File: src/memtest_defs.svh
`ifndef MEMTEST_DEFS_SVH
`define MEMTEST_DEFS_SVH

//////////////////////////////
// memory geometry
`define MT_ADDR_W      10    // word address, 1024 words
`define MT_DATA_W      32
`define MT_MASK_W      4     // one bit per byte
`define MT_BL_W        6     // burst length minus one

// port queues
`define MT_FIFO_DEPTH  16

//////////////////////////////
// frame region for scanout
`define MT_SCAN_BURST  8     // words per read command
`define MT_FRAME_BASE  512   // word address
`define MT_FRAME_WORDS 64    // multiple of the scan burst

`endif

File: src/memtest_pkg.sv
`include "memtest_defs.svh"

package memtest_pkg;

  //////////////////////////////
  // command queue payload

  typedef enum logic {
    OP_WRITE = 1'b0,
    OP_READ  = 1'b1
  } mem_op_e;

  typedef struct packed {
    mem_op_e               op;
    logic [`MT_BL_W-1:0]   bl;    // words minus one
    logic [`MT_ADDR_W-1:0] addr;  // first word of the burst
  } mem_cmd_t;

  //////////////////////////////
  // data queue payloads

  // mask bit set keeps the stored byte
  typedef struct packed {
    logic [`MT_DATA_W-1:0] data;
    logic [`MT_MASK_W-1:0] mask;
  } mem_wr_t;

  typedef struct packed {
    logic [`MT_DATA_W-1:0] data;
  } mem_rd_t;

endpackage

File: src/mem_port_if.sv
`timescale 1ns/1ps

interface mem_port_if import memtest_pkg::*; ();

  // command queue
  logic     cmd_en;
  mem_cmd_t cmd;
  logic     cmd_full;

  // write data queue, filled before its command
  logic     wr_en;
  mem_wr_t  wr;
  logic     wr_full;

  // read data queue, rd shows the head word
  logic     rd_en;
  mem_rd_t  rd;
  logic     rd_empty;

  // client side of the port
  modport client (
    output cmd_en, cmd, wr_en, wr, rd_en,
    input  cmd_full, wr_full, rd, rd_empty
  );

  // controller side
  modport ctrl (
    input  cmd_en, cmd, wr_en, wr, rd_en,
    output cmd_full, wr_full, rd, rd_empty
  );

endinterface

File: src/wb_port_bridge.sv
`timescale 1ns/1ps
`include "memtest_defs.svh"

module wb_port_bridge import memtest_pkg::*; (
  input  logic                  sys_clk,
  input  logic                  reset,
  input  logic                  wb_cyc,
  input  logic                  wb_stb,
  input  logic                  wb_we,
  input  logic [`MT_ADDR_W-1:0] wb_adr,
  input  logic [`MT_MASK_W-1:0] wb_sel,
  input  logic [`MT_DATA_W-1:0] wb_dat_w,
  output logic [`MT_DATA_W-1:0] wb_dat_r,
  output logic                  wb_ack,
  mem_port_if.client            port
);

  typedef enum logic [1:0] {
    S_IDLE,
    S_WAIT_RD,   // read command queued, waiting on data
    S_ACK        // ack cycle
  } state_e;

  state_e state;

  wire req = wb_cyc && wb_stb;

  //////////////////////////////
  // control fsm

  always_ff @(posedge sys_clk) begin
    if (reset) begin
      state       <= S_IDLE;
      wb_ack      <= 1'b0;
      port.cmd_en <= 1'b0;
      port.wr_en  <= 1'b0;
      port.rd_en  <= 1'b0;
    end else begin
      port.cmd_en <= 1'b0;   // single cycle pulses
      port.wr_en  <= 1'b0;
      port.rd_en  <= 1'b0;
      wb_ack      <= 1'b0;
      case (state)
        S_IDLE: begin
          if (req && wb_we && !port.cmd_full && !port.wr_full) begin
            port.wr_en  <= 1'b1;  // data and command together
            port.cmd_en <= 1'b1;
            wb_ack      <= 1'b1;
            state       <= S_ACK;
          end else if (req && !wb_we && !port.cmd_full) begin
            port.cmd_en <= 1'b1;
            state       <= S_WAIT_RD;
          end
        end
        S_WAIT_RD: begin
          if (!port.rd_empty) begin
            port.rd_en <= 1'b1;   // pop lands in the ack cycle
            wb_ack     <= 1'b1;
            state      <= S_ACK;
          end
        end
        default: state <= S_IDLE;
      endcase
    end
  end

  // payload capture, master holds the bus stable
  always_ff @(posedge sys_clk) begin
    if (state == S_IDLE && req) begin
      port.cmd <= '{op: (wb_we ? OP_WRITE : OP_READ), bl: '0, addr: wb_adr};
      port.wr  <= '{data: wb_dat_w, mask: ~wb_sel};  // sel bit set means write
    end
    if (state == S_WAIT_RD && !port.rd_empty) wb_dat_r <= port.rd.data;
  end

  // classic protocol on the host side
  a_stb_held: assert property (@(posedge sys_clk) disable iff (reset)
    (req && !wb_ack) |=> wb_stb);
  a_ack_pulse: assert property (@(posedge sys_clk) disable iff (reset)
    wb_ack |=> !wb_ack);

endmodule

File: src/flat_wrapper.sv
// flat-port wrapper written by rule: the top's interface ports become plain ports
module wb_port_bridge_flat import memtest_pkg::*;
  (sys_clk, reset, wb_cyc, wb_stb, wb_we, wb_adr, wb_sel, wb_dat_w, wb_dat_r, wb_ack, port_cmd_en, port_cmd, port_wr_en, port_wr, port_rd_en, port_cmd_full, port_wr_full, port_rd, port_rd_empty);
  mem_port_if port_i ();
  input  logic sys_clk;
  input  logic reset;
  input  logic wb_cyc;
  input  logic wb_stb;
  input  logic wb_we;
  input  logic [`MT_ADDR_W-1:0] wb_adr;
  input  logic [`MT_MASK_W-1:0] wb_sel;
  input  logic [`MT_DATA_W-1:0] wb_dat_w;
  output logic [`MT_DATA_W-1:0] wb_dat_r;
  output logic wb_ack;
  output wire logic [$bits(port_i.cmd_en)-1:0] port_cmd_en;
  output wire logic [$bits(port_i.cmd)-1:0] port_cmd;
  output wire logic [$bits(port_i.wr_en)-1:0] port_wr_en;
  output wire logic [$bits(port_i.wr)-1:0] port_wr;
  output wire logic [$bits(port_i.rd_en)-1:0] port_rd_en;
  input wire logic [$bits(port_i.cmd_full)-1:0] port_cmd_full;
  input wire logic [$bits(port_i.wr_full)-1:0] port_wr_full;
  input wire logic [$bits(port_i.rd)-1:0] port_rd;
  input wire logic [$bits(port_i.rd_empty)-1:0] port_rd_empty;
  assign port_cmd_en = port_i.cmd_en;
  assign port_cmd = port_i.cmd;
  assign port_wr_en = port_i.wr_en;
  assign port_wr = port_i.wr;
  assign port_rd_en = port_i.rd_en;
  assign port_i.cmd_full = port_cmd_full;
  assign port_i.wr_full = port_wr_full;
  assign port_i.rd = port_rd;
  assign port_i.rd_empty = port_rd_empty;
  wb_port_bridge u_core (.sys_clk(sys_clk), .reset(reset), .wb_cyc(wb_cyc), .wb_stb(wb_stb), .wb_we(wb_we), .wb_adr(wb_adr), .wb_sel(wb_sel), .wb_dat_w(wb_dat_w), .wb_dat_r(wb_dat_r), .wb_ack(wb_ack), .port(port_i));
endmodule
File: config.mk
export PLATFORM = sky130hd
export DESIGN_NAME = wb_port_bridge_flat
export DESIGN_NICKNAME = d
export VERILOG_FILES = /design/src/memtest_pkg.sv /design/src/mem_port_if.sv /design/src/wb_port_bridge.sv /design/src/flat_wrapper.sv
export VERILOG_INCLUDE_DIRS = /design/src /design/src/src
export SDC_FILE = /design/constraint.sdc
export NUM_CORES = 1
export LEC_CHECK = 0
export BUFFER_PORTS_ARGS = -buffer_cell sky130_fd_sc_hd__buf_2
export CAP_MARGIN = 20
export CORE_ASPECT_RATIO = 1.2
export CORE_MARGIN = 5
export CORE_UTILIZATION = 37
export DETAILED_ROUTE_END_ITERATION = 6
export GPL_ROUTABILITY_DRIVEN = 0
export PLACE_DENSITY_LB_ADDON = 0.12
export SYNTH_ARGS = -nofsm -noshare
export SYNTH_HDL_FRONTEND = slang
export SYNTH_SLANG_ARGS = --single-unit
File: constraint.sdc
create_clock -name sys_clk -period 4.1 [get_ports sys_clk]
set_clock_uncertainty 0.1 [all_clocks]
set_input_delay 0.205 -clock sys_clk [delete_from_list [all_inputs] [get_ports sys_clk]]
set_output_delay 0.205 -clock sys_clk [all_outputs]
set_load 0.01 [all_outputs]
Word level (Yosys, flattened, before mapping)
Index checks and enable logic that the tools add are counted.
- register bits after elaboration: 85
- bits in latches: 0
- RAM bits: 0
- ROM bits: 0
- input bits: 86
- output and inout port bits: 89
- logic and storage cells: 42
- memories: 0
- $add $sub $neg: 0
- $mul: 0
- div/mod/pow operators: 0
- $lt $le $gt $ge: 0
- equal/unequal tests: 3
- shift-type cells: 0
- muxes and demuxes: 10
- bitwise logic cells: 3
- reduce and logical (&&, ||, !) cells: 16
- operators with widths (kind ; number):
    1-bit logical AND ; 8
    2-bit two-way mux ; 3
    1-bit two-way mux ; 5
    1-bit logical NOT ; 4
    4-bit inverter ; 1
    2-bit case mux with 2 select lines ; 1
    2-bit OR reduction ; 2
    3-bit by 1-bit inequality test with 1-bit output (second input constant) ; 1
    2-bit by 1-bit == test with 1-bit output (second input constant) ; 1
    2-bit logical NOT ; 1
    2-bit inequality test (second input constant) ; 1
    1-bit inverter ; 2
    1-bit case mux with 2 select lines ; 1
    2-bit AND reduction ; 1

Longest topological paths before layout
Gate-level depths: netlist of run 1.
- depth in word-level cells: 6
- mapped depth: 2
- mapped depth without buffers: 2

Worst setup path after synthesis of run 1
No wires, ideal clock.
- kind: register to register
- start: reg u_core.state[0]
- end: reg u_core.port.cmd[0] (netlist name)
- setup time: 0.452 ns
- data arrival time: 2.535 ns
- data required time: 3.548 ns
- setup slack: 1.013 ns
- cell stages (with the launch flop): 3
- buffers on the path: 0
- period minus slack after synthesis: 3.087 ns
- path through: dfxtp_1 > nand3b_1 > nor2_1
- cells in the longest elaborated chain, start to end: 2
- RTL lines (item ; line ; source):
    from (decl) ; wb_port_bridge.sv:24 ; state_e state;
    from (signal assigned) ; wb_port_bridge.sv:33 ; state <= S_IDLE;
    from (signal assigned) ; wb_port_bridge.sv:49 ; state <= S_ACK;
    from (signal assigned) ; wb_port_bridge.sv:52 ; state <= S_WAIT_RD;
    2-bit logical NOT ; wb_port_bridge.sv:69 ; if (state == S_IDLE && req) begin
    1-bit logical AND ; wb_port_bridge.sv:69 ;
Every way passes these cells.
A chain may end at the register's enable or synchronous reset.

Worst setup path in the final report of run 1
- start: reg u_core.state[0]
- end: reg u_core.port.cmd[6] (netlist name)
- cells in the longest elaborated chain, start to end: 2
- RTL lines (item ; line):
    2-bit logical NOT ; wb_port_bridge.sv:69
    1-bit logical AND ; wb_port_bridge.sv:69
Every way passes these cells.

==> flow_summary.toml, run 1 <==
[run_status]
status = "finished, final reports clean"

[layout]
nNetsFinal = 460
drive_gt1_share_pct = 49.7
design_area_sq_mm = 0.00466
fin_util_pct = 65.2
antenna_cells = 0
fin_cells = 468
area_growth_pct = 74.0

[die]
start_util_pct = 37.4
die_x_um = 87.6
pin_count = 175
die_y_um = 103
core-area_sq_mm = 0.00715
rows = 34
die_area_sq_mm = 0.00904

[setup_path]
critPathMaxStageDelay_ps = 740
endpoint = "u_core.port.cmd[6]"
crit_fanout = 33
startpoint_type = "register"
critical_path_class = "register to register"
path_buf_inv = 1
worst-r2r-setup-slack_ps = 1960
r2r-start = "u_core.state[0]"
path_cells = "nand3b_1, nor2_4, buf_4"
critPathRequiredTime_ps = 4030
startpoint = "u_core.state[0]"
critPathArrivalTime_ps = 2070
worstReg2RegEnd = "u_core.port.cmd[6]"
cp_slowest_cell = "nor2_4"
rr_worst_depth = 3
crit_family = "simple AND/OR/NAND/NOR gates"
crit_path_end_kind = "register"
crit_cells = 3

[power_and_ir_drop]
seqPwrFrac_pct = 54.5
p_sw_mw = 0.330
switching_share_pct = 18.3
p_int_mw = 1.47
combPwrFrac_pct = 8.8
p_clk_share_pct = 36.7
p_leak_nw = 2.00
vdd_drop_max_uv = 317
power.density_mw_per_mm2 = 387
p_total_mw = 1.80

[clock_tree]
clk_pin_slew_ps = 80
htreeDepth = 3
cts_tree = "built"
ctsLongestPathBuffers = 2
cts_setup_buffers = 0
cts.sinks = 85
numCtsBuffers = 9
insertion_delay_ps = 330
cts-root-buf = "clkbuf_8"
cts_hold_buf = 80
ctsResizeCount = 0

[timing]
tightest_slew_ps = 881
final-max-slew-violation-count = 0
slew_headroom_pct = 41.1
grt_setup_unrepaired = "no"
setup_viol = 0
setup_ws_ps = 1960
fin_tns_setup_ps = 0
hold_violations = 0
clock.fmax_mhz = 467
whs_ps = 49.9
min_period_ps = 2140
period_share_pct = 52.2

[route]
wire_per_inst_um = 14.2
routed_via_density = 4.08
vias = 1909
wl_mm = 6.63
postRouteAntennaNets = 0
drtPass1Iterations = 4
drt_iter0_drc = 56
drc = 0

[logic_synthesis]
yosysWarningCount = 0
avgSynthCellArea_sq_um = 23.5
syn_area_sq_mm = 0.00268
ys_seq_area_share_pct = 93.1
synth_top_area_cell = "edfxtp_1"
synth-edff-count = 79
synth_ff_type = "edfxtp_1"
synthCells = 114
ys_seq_elements = 85
ys_async_sr_fraction_pct = 0
synth_common_cells = "edfxtp_1 (79), buf_4 (6), dfxtp_1 (6), inv_1 (6)"
netlist.area_leader.share_pct = 88.6
synth.distinct_cells = 19
synth_area_leaders = "edfxtp_1 (89%), dfxtp_1 (4.5%), buf_4 (1.7%)"
yosysMostFrequentCell = "edfxtp_1"

[placed_design]
placed_cell_area_sq_mm = 0.00363
place.port_buffers = 168
dp_cells = 373
place_ws_ps = 1930
dp_hpwl_mm = 4.48

[grt]
grtUsageTotal_pct = 14.5
grt_overflow = 0
grt_pass1_vias = 2028
antenna_found_initial = 0
grt_max_degree = 34
grt_pass1_wl_mm = 9.58

[worst_hold_path]
hold_class = "input pin to register"

[flow_run]
maxCapViolations = 0
[cells by family (layout without fill, tap and decap cells)]
family	count (synthesis)	after routing	synth area share, %
AOI/OAI and AO/OA	4	4	1.08
buffers and inverters	12	271	2.52
DFF	85	85	93.1
other	1	6	0.140
and+or+nand+nor	12	12	3.13
[flip-flops by register name (all words and copies together) (netlist names)]
| name | flops |
|---|---|
| u_core.port.rd_en | 1 |
| u_core.port.wr | 36 |
| u_core.state | 2 |
| u_core.port.cmd | 11 |
| u_core.port.wr_en | 1 |
| u_core.wb_dat_r | 32 |
| u_core.port.cmd_en | 1 |
| u_core.wb_ack | 1 |
[power groups by stage]
| stage | clock network, mW | registers, mW | logic (mW) |
|---|---|---|---|
| floorplan | 0 | 1.02 | 0.0204 |
| global placement | 0 | 1.00 | 0.0980 |
| detailed placement | 0 | 1.00 | 0.100 |
| CTS | 0.683 | 0.982 | 0.158 |
| global route | 0.727 | 0.984 | 0.173 |
| finish | 0.662 | 0.982 | 0.158 |
[routing by layer]
layer | up-vias | track usage (%) | wire, um
met5 | - | 0 | 0
met4 | 0 | 5.79 | 149
met3 | 11 | 7.51 | 842
met2 | 120 | 24.5 | 3240
met1 | 835 | 15.3 | 2400
li1 | 943 | - | -
[how the worst min path moves through the flow]
stage / startpoint / to / slack, ps / cells past startpoint
4_1_cts: wb_stb / u_core.port.wr_en / 20 / 3
6_report: wb_stb / u_core.port.wr_en / 50 / 3
3_5_place_dp: wb_adr[2] / u_core.port.cmd[2] / 280 / 1
5_1_grt: wb_we / u_core.port.cmd[16] / 20 / 2
3_3_place_gp: wb_adr[0] / u_core.port.cmd[0] / 280 / 1
2_1_floorplan: wb_we / u_core.port.cmd_en / 200 / 1
[layout by cell type, fill, tap and decap left out]
| master | synthesis | final |
|---|---|---|
| dlygate4sd3_1 | 0 | 80 |
| nand2_1 | 1 | 1 |
| clkinv_2 | 0 | 2 |
| inv_1 | 6 | 6 |
| clkbuf_8 | 0 | 9 |
| conb_1 | 1 | 6 |
| or2_2 | 1 | 1 |
| nor2_4 | 0 | 1 |
| or4_1 | 1 | 1 |
| clkbuf_1 | 0 | 1 |
| o31ai_1 | 2 | 2 |
| nor2_2 | 0 | 1 |
| or4b_1 | 1 | 1 |
| nor3_1 | 1 | 1 |
| nand2b_1 | 1 | 1 |
| nand3b_1 | 1 | 1 |
| buf_2 | 0 | 168 |
| nand4bb_1 | 1 | 1 |
| a211oi_1 | 1 | 1 |
| or3_4 | 1 | 1 |
| bufinv_16 | 0 | 3 |
| edfxtp_1 | 79 | 79 |
| dfxtp_1 | 6 | 6 |
| or2b_1 | 1 | 1 |
| buf_4 | 6 | 2 |
| o22ai_1 | 1 | 1 |
[worst register-to-register path, delay by kind of cell (launching register included)]
kind	cells	cell delay [ps]
buffers and inverters	1	370
DFF	1	340
and+or+nand+nor	2	1030
[final cells by class]
cell class | count | area (sq um)
multi-input combinational | 22 | 145
timing repair buffer | 250 | 1660
sequential | 85 | 2490
fill | 507 | 2490
clock inverter | 5 | 100
inverter | 6 | 22.5
clock buffer | 10 | 128
tap | 90 | 113
Power figures use the tool's default switching activity.
==> run 2, diff against run 1 <==
==> constraint.sdc (replaced) <==
create_clock -name sys_clk -period 1.8 [get_ports sys_clk]
set_clock_uncertainty 0.1 [all_clocks]
set_input_delay 0.09 -clock sys_clk [delete_from_list [all_inputs] [get_ports sys_clk]]
set_output_delay 0.09 -clock sys_clk [all_outputs]
set_load 0.01 [all_outputs]
==> run 2 against run 1 <==
Net effect:
- via count increased by 4.2%
- clock-buffer cell count increased by 1
- non-clock buffer count increased by 7
- die area unchanged
- wire length increased by 8.7%
- highest routed layer unchanged
==> flow_summary.toml, run 2 (synthesis gave the netlist of run 1 again) <==
[timing]
grt_setup_unrepaired = "no"
min_period_ps = 1680
final-max-slew-violation-count = 0
setup_viol = 0
whs_ps = 121
period_share_pct = 93.5
clock.fmax_mhz = 594
hold_violations = 0

[placed_design]
place.port_buffers = 168
dp_cells = 374
dp_hpwl_mm = 4.61

[setup_path]
startpoint_type = "input pin"
crit_fanout = 3
cp_slowest_cell = "dlygate4sd3_1"
crit_path_end_kind = "register"
critical_path_class = "input pin to register"
startpoint = "port_cmd_full"
critPathArrivalTime_ps = 1870
critPathRequiredTime_ps = 1990
path_cells = "dlygate4sd3_1, buf_2, or3_4, a211oi_1, dlygate4sd3_1"
critPathMaxStageDelay_ps = 570
r2r-start = "u_core.state[1]"
path_common_cell = "dlygate4sd3_1"

[layout]
largest_reg_flops = 36
fin_cells = 476
largest_register = "u_core.port.wr"
antenna_cells = 0
nNetsFinal = 467
final_common_cell = "buf_2"
nFillCells = 527
top_regs = "u_core.port.wr (36), u_core.wb_dat_r (32), u_core.port.cmd (11)"
final_cell_mix = "buf_2 (168), dlygate4sd3_1 (86), edfxtp_1 (79)"
drive_gt1_share_pct = 49.5
area_growth_pct = 74.9

[route]
drt_iter0_drc = 61
wl_mm = 7.21
drtPass1Iterations = 4
routed_via_density = 4.18
vias = 1989
drc = 0
wire_per_inst_um = 15.1
postRouteAntennaNets = 0

[worst_hold_path]
hold_class = "input pin to register"
min-delay-start = "wb_cyc"

[die]
pin_count = 175
die_y_um = 103
die_x_um = 87.6
core-area_sq_mm = 0.00715
start_util_pct = 37.4
rows = 34
die_area_sq_mm = 0.00904

[clock_tree]
cts.sinks = 85
cts-root-buf = "clkbuf_8"
clk_pin_slew_ps = 90
cts_tree = "built"
insertion_delay_ps = 340
numCtsBuffers = 9
htreeDepth = 3
cts_setup_buffers = 0
ctsLongestPathBuffers = 2

[grt]
grt_overflow = 0
grtUsageTotal_pct = 15.6
antenna_found_initial = 0
grt_pass1_vias = 2142
grt_max_degree = 33
grt_pass1_wl_mm = 10.4

[power_and_ir_drop]
vdd_drop_max_uv = 590
power.density_mw_per_mm2 = 805
p_leak_nw = 1.98

[run_status]
status = "finished, final reports clean"

[flow_run]
maxCapViolations = 0
## run 2: path summary, 6_finish.rpt
path                            slack [ps]            endpoint  depth (start not counted)
worst max-delay path                   120  u_core.port.cmd_en                          5
worst min-delay path                   120     u_core.state[0]                          3
worst max register to register         160  u_core.port.cmd_en                          3
worst min register to register         400     u_core.state[0]                          2
## run 2: power by group
part           switching, mW  leakage (nW)  internal [mW]
clock                  0.649        0.0678          0.502
combinational          0.147          1.13          0.232
sequential            0.0143         0.778           2.22
total                  0.811          1.98           2.96
## run 2: stage by stage
step	TNS (ps)	cell area (sq um)	total power [mW]	setup slack (ps)	utilization, %
2_1_floorplan	-632	2710	2.36	-13.4	-
3_3_place_gp	0	3650	2.51	369	51.1
3_5_place_dp	0	3650	2.51	330	51.1
4_1_cts	0	4690	3.81	46.7	65.6
5_1_grt	0	4680	3.94	20.4	65.5
6_report	0	4680	3.77	116	65.5
## run 2: timing repair
| item | 4_1_cts | 5_1_grt |
|---|---|---|
| hold buffers | 87 | 0 |
| endpoints found under the setup margin | 0 | 2 |
| endpoints found under the hold margin | 85 | 0 |
| resized for setup | 0 | 1 |
## run 2: final cells by class
class                      count  area [sq um]  area share (%)
clock buffer                  11           131            2.81
sequential                    85          2490            53.3
inverter                       6          22.5           0.481
clock inverter                 5          37.5           0.802
multi-input combinational     22           145            3.10
tap                           90           113            2.41
timing repair buffer         257          1740            37.1
## run 2: critical path, delay by kind of cell
family | cells | cell delay [ps]
buffers and inverters | 3 | 1230
and+or+nand+nor | 1 | 390
AOI/OAI and AO/OA | 1 | 160
## run 2: layer usage
metal  track usage, %  vias to the layer above  routed length [um]
li1                 -                      961                   -
met1             17.3                      896                2610
met2             26.3                      120                3650
met4             8.15                        0                 164
met3             5.76                       12                 781
met5                0                        -                   0
