--- src/memtest_defs.svh ---
`ifndef MEMTEST_DEFS_SVH
`define MEMTEST_DEFS_SVH

//////////////////////////////
// memory geometry
`define MT_ADDR_W      10    // word address, 1024 words
`define MT_DATA_W      32
`define MT_MASK_W      4     // one bit per byte
`define MT_BL_W        6     // burst length minus one

// port queues
`define MT_FIFO_DEPTH  16

//////////////////////////////
// frame region for scanout
`define MT_SCAN_BURST  8     // words per read command
`define MT_FRAME_BASE  512   // word address
`define MT_FRAME_WORDS 64    // multiple of the scan burst

`endif

--- src/memtest_pkg.sv ---
`include "memtest_defs.svh"

package memtest_pkg;

  //////////////////////////////
  // command queue payload

  typedef enum logic {
    OP_WRITE = 1'b0,
    OP_READ  = 1'b1
  } mem_op_e;

  typedef struct packed {
    mem_op_e               op;
    logic [`MT_BL_W-1:0]   bl;    // words minus one
    logic [`MT_ADDR_W-1:0] addr;  // first word of the burst
  } mem_cmd_t;

  //////////////////////////////
  // data queue payloads

  // mask bit set keeps the stored byte
  typedef struct packed {
    logic [`MT_DATA_W-1:0] data;
    logic [`MT_MASK_W-1:0] mask;
  } mem_wr_t;

  typedef struct packed {
    logic [`MT_DATA_W-1:0] data;
  } mem_rd_t;

endpackage

--- src/mem_port_if.sv ---
`timescale 1ns/1ps

interface mem_port_if import memtest_pkg::*; ();

  // command queue
  logic     cmd_en;
  mem_cmd_t cmd;
  logic     cmd_full;

  // write data queue, filled before its command
  logic     wr_en;
  mem_wr_t  wr;
  logic     wr_full;

  // read data queue, rd shows the head word
  logic     rd_en;
  mem_rd_t  rd;
  logic     rd_empty;

  // client side of the port
  modport client (
    output cmd_en, cmd, wr_en, wr, rd_en,
    input  cmd_full, wr_full, rd, rd_empty
  );

  // controller side
  modport ctrl (
    input  cmd_en, cmd, wr_en, wr, rd_en,
    output cmd_full, wr_full, rd, rd_empty
  );

endinterface

--- src/frame_scan_reader.sv ---
`timescale 1ns/1ps
`include "memtest_defs.svh"

module frame_scan_reader import memtest_pkg::*; (
  input  logic                  sys_clk,
  input  logic                  reset,
  input  logic                  scan_en,
  output logic                  pix_valid,
  output logic                  pix_sof,
  output logic [`MT_DATA_W-1:0] pix_data,
  mem_port_if.client            port
);

  localparam int OUT_W = $clog2(`MT_FIFO_DEPTH) + 1;
  localparam int OFF_W = $clog2(`MT_FRAME_WORDS);

  localparam logic [OUT_W-1:0]      BURST_N    = OUT_W'(`MT_SCAN_BURST);
  localparam logic [OUT_W-1:0]      OUT_MAX    = OUT_W'(`MT_FIFO_DEPTH - `MT_SCAN_BURST);
  localparam logic [OFF_W-1:0]      LAST_OFF   = OFF_W'(`MT_FRAME_WORDS - 1);
  localparam logic [OFF_W-1:0]      LAST_BURST = OFF_W'(`MT_FRAME_WORDS - `MT_SCAN_BURST);
  localparam logic [OFF_W-1:0]      STEP       = OFF_W'(`MT_SCAN_BURST);
  localparam logic [`MT_BL_W-1:0]   SCAN_BL    = `MT_BL_W'(`MT_SCAN_BURST - 1);
  localparam logic [`MT_ADDR_W-1:0] FRAME_BASE = `MT_ADDR_W'(`MT_FRAME_BASE);

  logic             active;       // scanning, cleared on scan_en low
  logic [OUT_W-1:0] outstanding;  // requested but not yet popped
  logic [OFF_W-1:0] issue_off;    // frame offset of the next command
  logic [OFF_W-1:0] pix_off;      // frame offset of the next popped word

  wire pop   = !port.rd_empty;
  // at most every other cycle so cmd_full is never stale
  wire issue = active && scan_en && !port.cmd_en && !port.cmd_full
               && (outstanding <= OUT_MAX);

  assign port.rd_en = pop;
  assign port.wr_en = 1'b0;   // read-only client
  assign port.wr    = '0;

  //////////////////////////////
  // issue and pop tracking

  always_ff @(posedge sys_clk) begin
    if (reset) begin
      active      <= 1'b0;
      outstanding <= '0;
      issue_off   <= '0;
      pix_off     <= '0;
      port.cmd_en <= 1'b0;
      pix_valid   <= 1'b0;
      pix_sof     <= 1'b0;
    end else begin
      port.cmd_en <= issue;
      pix_valid   <= pop;
      pix_sof     <= pop && (pix_off == '0);
      case ({issue, pop})
        2'b10:   outstanding <= outstanding + BURST_N;
        2'b01:   outstanding <= outstanding - 1'b1;
        2'b11:   outstanding <= outstanding + BURST_N - 1'b1;
        default: ;
      endcase
      if (issue) issue_off <= (issue_off == LAST_BURST) ? '0 : issue_off + STEP;
      if (pop) pix_off <= (pix_off == LAST_OFF) ? '0 : pix_off + 1'b1;
      if (!scan_en) begin
        active <= 1'b0;          // stop issuing, keep draining
      end else if (!active && outstanding == '0) begin
        active    <= 1'b1;       // drained, restart at frame base
        issue_off <= '0;
        pix_off   <= '0;
      end
    end
  end

  always_ff @(posedge sys_clk) begin
    if (issue) port.cmd <= '{op: OP_READ, bl: SCAN_BL, addr: FRAME_BASE + `MT_ADDR_W'(issue_off)};
    if (pop) pix_data <= port.rd.data;  // one cycle after the pop
  end

endmodule

--- src/flat_wrapper.sv ---
// flat-port wrapper written by rule: the top's interface ports become plain ports
module frame_scan_reader_flat import memtest_pkg::*;
  (sys_clk, reset, scan_en, pix_valid, pix_sof, pix_data, port_cmd_en, port_cmd, port_wr_en, port_wr, port_rd_en, port_cmd_full, port_wr_full, port_rd, port_rd_empty);
  mem_port_if port_i ();
  input  logic sys_clk;
  input  logic reset;
  input  logic scan_en;
  output logic pix_valid;
  output logic pix_sof;
  output logic [`MT_DATA_W-1:0] pix_data;
  output wire logic [$bits(port_i.cmd_en)-1:0] port_cmd_en;
  output wire logic [$bits(port_i.cmd)-1:0] port_cmd;
  output wire logic [$bits(port_i.wr_en)-1:0] port_wr_en;
  output wire logic [$bits(port_i.wr)-1:0] port_wr;
  output wire logic [$bits(port_i.rd_en)-1:0] port_rd_en;
  input wire logic [$bits(port_i.cmd_full)-1:0] port_cmd_full;
  input wire logic [$bits(port_i.wr_full)-1:0] port_wr_full;
  input wire logic [$bits(port_i.rd)-1:0] port_rd;
  input wire logic [$bits(port_i.rd_empty)-1:0] port_rd_empty;
  assign port_cmd_en = port_i.cmd_en;
  assign port_cmd = port_i.cmd;
  assign port_wr_en = port_i.wr_en;
  assign port_wr = port_i.wr;
  assign port_rd_en = port_i.rd_en;
  assign port_i.cmd_full = port_cmd_full;
  assign port_i.wr_full = port_wr_full;
  assign port_i.rd = port_rd;
  assign port_i.rd_empty = port_rd_empty;
  frame_scan_reader u_core (.sys_clk(sys_clk), .reset(reset), .scan_en(scan_en), .pix_valid(pix_valid), .pix_sof(pix_sof), .pix_data(pix_data), .port(port_i));
endmodule
--- config.mk ---
export PLATFORM = sky130hd
export DESIGN_NAME = frame_scan_reader_flat
export DESIGN_NICKNAME = d
export VERILOG_FILES = /design/src/memtest_pkg.sv /design/src/mem_port_if.sv /design/src/frame_scan_reader.sv /design/src/flat_wrapper.sv
export VERILOG_INCLUDE_DIRS = /design/src /design/src/src
export SDC_FILE = /design/constraint.sdc
export NUM_CORES = 1
export LEC_CHECK = 0
export ABC_AREA = 0
export BUFFER_PORTS_ARGS = -buffer_cell sky130_fd_sc_hd__buf_4
export CAP_MARGIN = 20
export CORE_MARGIN = 3
export CORE_UTILIZATION = 32
export DETAILED_ROUTE_END_ITERATION = 12
export GPL_ROUTABILITY_DRIVEN = 0
export HOLD_SLACK_MARGIN = 0.12
export PLACE_DENSITY = 0.72
export SETUP_SLACK_MARGIN = 0.05
export SKIP_CTS_REPAIR_TIMING = 1
export SYNTH_ARGS = -nofsm -noshare
export SYNTH_HDL_FRONTEND = slang
export SYNTH_SLANG_ARGS = --single-unit
export TNS_END_PERCENT = 30
--- constraint.sdc ---
create_clock -name sys_clk -period 3.15 [get_ports sys_clk]
set_clock_uncertainty 0.15 [all_clocks]
set_input_delay 0.315 -clock sys_clk [delete_from_list [all_inputs] [get_ports sys_clk]]
set_output_delay 0.315 -clock sys_clk [all_outputs]
set_load 0.01 [all_outputs]
Yosys cells after proc, flatten, opt, wreduce, memory -nomap -nowiden
Index checks and enable logic that the tools add are counted.
- add/subtract/negate cells: 6
- multiply operators: 0
- divide/modulo/power cells: 0
- magnitude comparators: 1
- equality and inequality tests: 5
- shift operators: 0
- muxes and demuxes: 9
- bitwise logic cells: 1
- reduce and logical (&&, ||, !) cells: 14
- operators with widths (cell ; count):
    2-to-1 mux 6 bit ; 8
    one-hot mux 5 bit (3 select lines) ; 1
    == test 6 bit (second input constant) ; 2
    adder 10 x 6 -> 10 bit (first input constant) ; 1
    subtractor 5 x 1 -> 5 bit (second input constant) ; 2
    adder 6 x 1 -> 6 bit (second input constant) ; 1
    adder 6 x 4 -> 6 bit (second input constant) ; 1
    logical AND 1 bit ; 6
    logical NOT 6 bit ; 1
    adder 5 x 4 -> 5 bit (second input constant) ; 1
    <= comparator 5 x 4 -> 1 bit (second input constant) ; 1
    logical NOT 5 bit ; 1
    == test 2 bit (second input constant) ; 2
    logical NOT 1 bit ; 4
    nonzero test 3 bit ; 1
    == test 2 x 1 -> 1 bit (second input constant) ; 1
    OR reduction 2 bit ; 1
    NOT 1 bit ; 1
- bits in registers: 63
- latch bits: 0
- bits in writable memories: 0
- ROM bits: 0
- bits of input ports: 38
- output and inout port bits: 90
- logic and storage cells: 45
- memories: 0

Logic depth before layout (Yosys ltp)
Gate-level depths: netlist of the first run.
- depth after elaboration: 7
- gate-level depth with buffers: 8

Worst setup path after synthesis of the first run
No wires, ideal clock.
- path kind: input -> register
- start point: input port_rd_empty
- end point: register u_core.pix_off[5]
- library setup time: 126 ps
- arrival time: 1801 ps
- data required time: 2874 ps
- slack: 1073 ps
- stages: 6
- buffers on the path: 1
- cell sequence: buf_2 -> inv_1 -> and4_1 -> nand3_1 -> xor2_1 -> nor2_1
- cells in the longest elaborated chain, start to end: 3
- ends and longest elaborated chain (element ; RTL line ; RTL):
    start: declaration ; flat_wrapper.sv:19 ; input wire logic [$bits(port_i.rd_empty)-1:0] port_rd_empty;
    2-to-1 mux 6 bit * ; frame_scan_reader.sv:62 ; if (pop) pix_off <= (pix_off == LAST_OFF) ? '0 : pix_off + 1'b1;
    2-to-1 mux 6 bit ; frame_scan_reader.sv:65 ; end else if (!active && outstanding == '0) begin
    2-to-1 mux 6 bit * ; frame_scan_reader.sv:63 ; if (!scan_en) begin
    end signal: assignment ; frame_scan_reader.sv:62 ;
    end: declaration ; frame_scan_reader.sv:28 ; logic [OFF_W-1:0] pix_off;
Every way passes the cells marked *; elsewhere a longest branch is shown, timed or not.
A chain may end at the register's enable or synchronous reset.

Worst setup path after layout of the first run
- start point: register u_core.outstanding[0]
- end point: register u_core.outstanding[4]
- cells in the longest elaborated chain, start to end: 4
- elaborated cells on any way between the ends: 10
- ends and longest elaborated chain (element ; RTL line ; RTL):
    start: declaration ; frame_scan_reader.sv:26 ; logic [OUT_W-1:0] outstanding;
    start signal: assignment ; frame_scan_reader.sv:56 ; 2'b10: outstanding <= outstanding + BURST_N;
    start signal: assignment ; frame_scan_reader.sv:57 ; 2'b01: outstanding <= outstanding - 1'b1;
    start signal: assignment ; frame_scan_reader.sv:58 ; 2'b11: outstanding <= outstanding + BURST_N - 1'b1;
    <= comparator 5 x 4 -> 1 bit * ; frame_scan_reader.sv:33 ; && (outstanding <= OUT_MAX);
    logical AND 1 bit * ; frame_scan_reader.sv:33 ;
    via u_core.issue ; frame_scan_reader.sv:32 ; wire issue = active && scan_en && !port.cmd_en && !port.cmd_full
    == test 2 bit / == test 2 x 1 -> 1 bit (equally long branches) ; frame_scan_reader.sv:55 ; case ({issue, pop})
    one-hot mux 5 bit (3 select lines) / nonzero test 3 bit (equally long branches) ; - ;
Mark *: on every way through the listed nets, which the timed path passes. The rest lies on a longest branch.

==> results of run 1 <==
[layer usage]
layer	GRT usage	up-vias	routed length, um	part of all wire
met5	0	-	0	0
met2	0.165	105	2460	0.49
met3	0.0393	6	587	0.12
met4	0.0650	0	89	0.018
li1	-	788	-	-
met1	0.100	728	1890	0.38
[final timing paths]
path                                             from               endpoint  slack (ns)  depth (start not counted)
worst max-delay path            u_core.outstanding[0]  u_core.outstanding[4]        1.34                          8
worst min-delay path                          scan_en          u_core.active        0.12                          3
worst max register to register  u_core.outstanding[0]  u_core.outstanding[4]        1.34                          8
worst min register to register    u_core.issue_off[2]     u_core.port.cmd[2]        0.30                          0
[report_power, final]
group          total [mW]  switching [mW]  internal [mW]
Combinational       0.274           0.135          0.139
Sequential          0.904          0.0267          0.877
Clock               0.683           0.276          0.407
Total                1.86           0.437           1.42
[critical path: cells and delay by family, from the launching register on]
kind | cells | cell delay (ns)
and+or+nand+nor | 2 | 0.27
buffers and inverters | 2 | 0.19
adders and majority gates | 1 | 0.23
DFF | 1 | 0.37
AOI/OAI and AO/OA | 2 | 0.36
xor gates and xnor gates | 1 | 0.13
[layout make-up]
class / instances / area share
Tap cell: 99 / 0.0352
Clock buffer: 12 / 0.0441
Clock inverter: 4 / 0.0139
Timing Repair Buffer: 112 / 0.262
Sequential cell: 59 / 0.443
Inverter: 8 / 0.00924
Multi-Input combinational cell: 119 / 0.192
[cell families (layout without fill, tap and decap cells)]
group	after synthesis	after routing	synth area share
flops	59	59	0.633
buf+inv	58	136	0.163
simple gates	39	39	0.0868
compound gates	15	15	0.0441
xor+xnor	10	10	0.0355
fa+ha+maj	6	6	0.0304
other cells	2	48	0.00305
mux	1	1	0.00406
[sequential cells by signal, indices dropped and copies added, names as in the netlist]
name                cells
u_core.port.cmd_en      1
u_core.pix_valid        1
u_core.outstanding      5
u_core.pix_sof          1
u_core.pix_off          6
u_core.active           1
u_core.port.cmd         6
u_core.issue_off        6
u_core.pix_data        32
[stage by stage]
stage | utilization | setup slack (ns) | total power, mW | hold WS (ns) | cells
2_1_floorplan | - | 1.07 | 1.09 | 0.264 | 236
3_5_place_dp | 0.405 | 1.32 | 1.16 | 0.288 | 364
5_1_grt | 0.478 | 1.08 | 1.96 | 0.122 | 413
4_1_cts | 0.433 | 1.31 | 1.85 | -0.00812 | 380
3_3_place_gp | 0.405 | 1.37 | 1.15 | 0.283 | 364
6_report | 0.478 | 1.34 | 1.86 | 0.121 | 413
[synthesized netlist by cell type, types with 2 or more instances]
master	instances	area [um^2]
a21oi_1	6	30.0
and2_1	3	18.8
buf_4	48	360
conb_1	2	7.51
dfxtp_1	21	420
edfxtp_1	38	1140
ha_1	6	75.1
inv_1	7	26.3
nand2_1	4	15.0
nand3_1	4	20.0
nor2_1	16	60.1
nor3b_1	2	15.0
nor4_1	2	12.5
o211a_1	2	20.0
xnor2_1	6	52.6
xor2_1	4	35.0
==> parameters.txt, run 1 <==
Parameter                              Value

Place
  Post-DP HPWL ... approximately 3200 um
  Placed cell areas ... 2990 um^2
  Count of port buffers added during placement ... 78

Timing
  Final setup TNS ... 0 ns
  Max-slew violations ... 0
  Number of hold-slack violations in the final timing report ... 0
  Highest achievable clock rate ... 551 MHz
  Minimum clock period after layout ... roughly 1.8 ns
  RSZ-0062 raised after global routing ... no
  Fin crit share ... 0.576
  Total setup violations reported at the end of the flow ... 0

Floorplanning
  Total core area ... around 7400 um^2
  Chip height ... 93.8 um
  Die area ... 8800 um^2
  I/O pin total ... about 130
  Die W ... 93.8 um
  Initial core utilization ... 0.335
  Row cnt ... 31

Power and ir drop
  Cell leakage power ... 1.55 nW
  Peak supply drop ... 187 uV
  Total power density per cell area ... 528 nW/um^2

Clock tree
  Clock Tree Buf Depth ... 2
  Number of H-tree branching levels ... 3
  Clk_lat worst skew ... 0.33 ns
  Clock slew at reported path FFs ... 0.06 ns
  TritonCTS clock tree ... done
  Num CTS Buffers ... 9
  Number of sinks driven by the clock tree ... 59
  Clk Tree Root Cell ... clkbuf_8

Routing
  Post-DR vias/cell ... ~4
  Pre-Repair DR Iteration Count ... 4
  Count of routing violations after the opening detailed-route iteration ... 60
  Remaining antenna violation count ... 0
  Detail-routed net length per standard cell ... 12.2 um
  Via count ... about 1,600
  Final routed DRC violation total ... 0
  Total detailed-routing wirelength ... 5030 um

Critical path
  CP max-delay cell ... dfxtp_1
  Element type at the critical path start ... flip-flop
  Crit Path Max Fanout ... 11
  Worst Path Required ... 3.22 ns
  Critical path cell sequence ... inv_1, ha_1, and4bb_4, o21ai_4, inv_4, a21oi_2, xnor2_1, nor2_1
  Slowest stage delay, CP ... 0.37 ns
  Crit path capture type ... flip-flop
  Worst endpoint data arrival time ... 1.88 ns
  Type of the worst setup path ... reg -> reg

Finish
  Layout fillers ... 649
  Fraction of final layout cells with drive strength greater than 1 ... 0.318
  Total number of nets in the final design ... 353
  Total area of sequential cells ... 1560 um^2
  Total area of multi-input combinational cells ... 676 um^2
  Leading cell type in the layout, fill and taps excluded ... buf_4
  Area overhead of the layout relative to synthesis ... 42.8%
  Highest-count cells in the layout ignoring fill and taps ... buf_4 (79), conb_1 (48), edfxtp_1 (38), dlygate4sd3_1 (33), dfxtp_1 (21)
  Antenna cells ... 0
  Area of all placed cells without fillers ... 3520 um^2

Global routing
  Via count of the first global-routing pass ... 1,455
  Wire length of the first global-routing pass ... 6520 um
  Pin count of the biggest net entering global routing ... 36
  Gr usage total ... 0.0984
  Congestion Overflow GR ... 0
  Antenna violations before repair ... 0

Outcome
  Status ... complete, no violations

Logic synthesis
  Mean instance size in the synthesized netlist ... about 13 um^2
  Number of different library cells in the post-synthesis netlist ... 35
  Yosys warnings ... 0
  Dominant synthesized flop cell ... edfxtp_1
  Post-Syn Instances ... 190
  Flip-flop and latch count after synthesis ... 59
  Count of flip-flops with a built-in enable after synthesis ... 38
  Part of the Yosys area used for sequential elements ... 0.633
  Share of flip-flops with an asynchronous set or reset ... 0
  Mapped Area ... 2470 um^2

Job
  Number of violations of the max-capacitance limit ... 0

Worst hold path
  Class of the most critical hold timing path ... in -> reg
(Power assumes the default switching activity.)
==> run 2: changes to the inputs <==
--- a/config.mk
+++ b/config.mk
@@ -14,7 +14,7 @@
 export DETAILED_ROUTE_END_ITERATION = 12
 export GPL_ROUTABILITY_DRIVEN = 0
 export HOLD_SLACK_MARGIN = 0.12
-export PLACE_DENSITY = 0.72
+export PLACE_DENSITY = 0.74
 export SETUP_SLACK_MARGIN = 0.05
 export SKIP_CTS_REPAIR_TIMING = 1
 export SYNTH_ARGS = -nofsm -noshare
==> constraint.sdc (replaced) <==
create_clock -name sys_clk -period 1.51 [get_ports sys_clk]
set_clock_uncertainty 0.15 [all_clocks]
set_input_delay 0.151 -clock sys_clk [delete_from_list [all_inputs] [get_ports sys_clk]]
set_output_delay 0.151 -clock sys_clk [all_outputs]
set_load 0.01 [all_outputs]
==> parameters.txt, run 2 (synthesis results as in run 1) <==
Parameter                              Value

Outcome
  Status ... finished with violations
  Violations in the final reports ... negative hold slack, negative setup slack

Routing
  Via count ... 1,746 (+7.3%)
  Amount of wire on met2 after detailed routing ... 2800 um (+14%)
  Count of routing violations after the opening detailed-route iteration ... 40 (-33%)
  Detailed-routed wire length on met3 ... 656 um (+12%)
  Remaining antenna violation count ... 0 (unchanged)
  Total detailed-routing wirelength ... 5790 um (+15%)
  Post-DR vias/cell ... 4.06 (+3.1%)
  Pre-Repair DR Iteration Count ... 4 (unchanged)
  Final routed DRC violation total ... 0 (unchanged)
  Met1 Wirelength ... 2300 um (+22%)
  Detail-routed net length per standard cell ... 13.5 um (+11%)
  Top Metal Used ... met4

Finish
  Most flop-heavy register ... u_core.pix_data
  Total number of nets in the final design ... 370 (+4.8%)
  Number of flip-flops under the largest register name ... 32 (unchanged)
  Leading cell type in the layout, fill and taps excluded ... buf_4
  Area overhead of the layout relative to synthesis ... 51.8%
  Highest-count cells in the layout ignoring fill and taps ... buf_4 (94), conb_1 (48), edfxtp_1 (38), dlygate4sd3_1 (35), dfxtp_1 (18)
  Antenna cells ... 0 (unchanged)
  Fraction of final layout cells with drive strength greater than 1 ... 0.399 (+0.0803)

Clock tree
  Clock Tree Buf Depth ... 2 (unchanged)
  Number of sinks driven by the clock tree ... 59 (unchanged)
  Number of H-tree branching levels ... 3 (unchanged)
  Clock slew at reported path FFs ... 0.07 ns (about the same)
  Clk_lat worst skew ... 0.33 ns (about the same)
  TritonCTS clock tree ... done
  Clk Tree Root Cell ... clkbuf_8
  Num CTS Buffers ... 9 (unchanged)

Timing
  Min Hold Slack ... -0.0716 ns (-0.193 ns)
  Highest achievable clock rate ... 615 MHz (+12%)
  Max-slew violations ... 0 (unchanged)
  RSZ-0062 raised after global routing ... yes
  Minimum clock period after layout ... 1.63 ns (-0.188 ns)
  Total setup violations reported at the end of the flow ... 5 (+5)
  Final setup slack of the worst path ... -0.116 ns (-1.45 ns)
  Fin crit share ... 1.08 (+0.501)
  Number of hold-slack violations in the final timing report ... 6 (+6)

Global routing
  Wire length of the first global-routing pass ... 6670 um (+2.2%)
  Congestion Overflow GR ... 0 (unchanged)
  Via count of the first global-routing pass ... 1,426 (-2.0%)
  Pin count of the biggest net entering global routing ... 18 (-50%)
  Gr usage total ... 0.0993 (+0.000898)
  Antenna violations before repair ... 0 (unchanged)

Power and ir drop
  Total power ... 4.16 mW (+120%)
  Total power density per cell area ... 1110 nW/um^2 (+110%)
  Peak supply drop ... 404 uV (+120%)
  Cell leakage power ... 1.65 nW (+6.2%)

Place
  Post-DP HPWL ... 3520 um (+10%)
  Count of port buffers added during placement ... 78 (unchanged)
  Worst setup slack before clock tree synthesis ... -0.114 ns (-1.43 ns)

Floorplanning
  Chip height ... 93.8 um (unchanged)
  Initial core utilization ... 0.335 (unchanged)
  Die area ... 8800 um^2 (unchanged)
  Die W ... 93.8 um (unchanged)
  Total core area ... 7370 um^2 (unchanged)
  Row cnt ... 31 (unchanged)
  I/O pin total ... 128 (unchanged)

Critical path
  Crit Path Max Fanout ... 8 (-3)
  Element type at the critical path start ... flip-flop
  Worst Path Required ... 1.58 ns (-1.64 ns)
  Worst endpoint data arrival time ... 1.69 ns (-0.19 ns)
  Crit path capture type ... flip-flop
  Type of the worst setup path ... reg -> reg

Worst hold path
  Class of the most critical hold timing path ... in -> reg

Job
  Number of violations of the max-capacitance limit ... 0 (unchanged)
[run 2: cell types whose count changed in the layout (fill, tap and decap cells not counted), sizes merged]
cell         change
clkbuf           -3
bufinv           +1
inv              +1
buf             +15
clkinvlp         +1
dlygate4sd3      +2
[run 2: where the power goes]
group          internal, mW  total [mW]  switching (mW)
Clock                 0.942        1.58           0.635
Sequential             1.83        1.89          0.0559
Combinational         0.361       0.700           0.338
[run 2: final cells by class]
class / instances / area (um^2)
fillers: 588 / 3630
flip-flops and latches: 59 / 1570
repair buffers: 129 / 1060
multi-input cells: 119 / 738
clock buffers: 9 / 124
well taps: 99 / 124
clock inverters: 7 / 100
inverters: 8 / 36.3
[run 2: stage by stage]
stage	util	cells	cell area, um^2	setup TNS [ns]
2_1_floorplan	-	236	2660	-0.168
3_3_place_gp	0.422	379	3110	-0.183
3_5_place_dp	0.422	379	3110	-0.606
4_1_cts	0.452	395	3330	-0.900
5_1_grt	0.508	430	3740	-0.490
6_report	0.508	430	3740	-0.243
[run 2: worst max-delay path, cell delays in order, from the launching register on]
cell and delay (ns):
dfxtp_2 0.33, inv_2 0.05, ha_4 0.15, and4bb_4 0.20, o21ai_4 0.16, inv_4 0.09, a21oi_4 0.17, xnor2_1 0.14
nor2_1 0.07
[run 2: per-layer routing]
metal,up-vias,GRT usage
li1,829,-
met1,799,0.111
met2,113,0.164
met3,5,0.0497
met4,0,0.0337
met5,-,0
[run 2: worst paths after layout]
check                              from                     to  slack (ns)  depth (start not counted)
setup / recovery  u_core.outstanding[0]  u_core.outstanding[4]       -0.12                          8
hold / removal                    reset  u_core.outstanding[1]       -0.07                          2
setup reg to reg  u_core.outstanding[0]  u_core.outstanding[4]       -0.12                          8
hold reg to reg     u_core.issue_off[2]     u_core.port.cmd[2]        0.31                          0
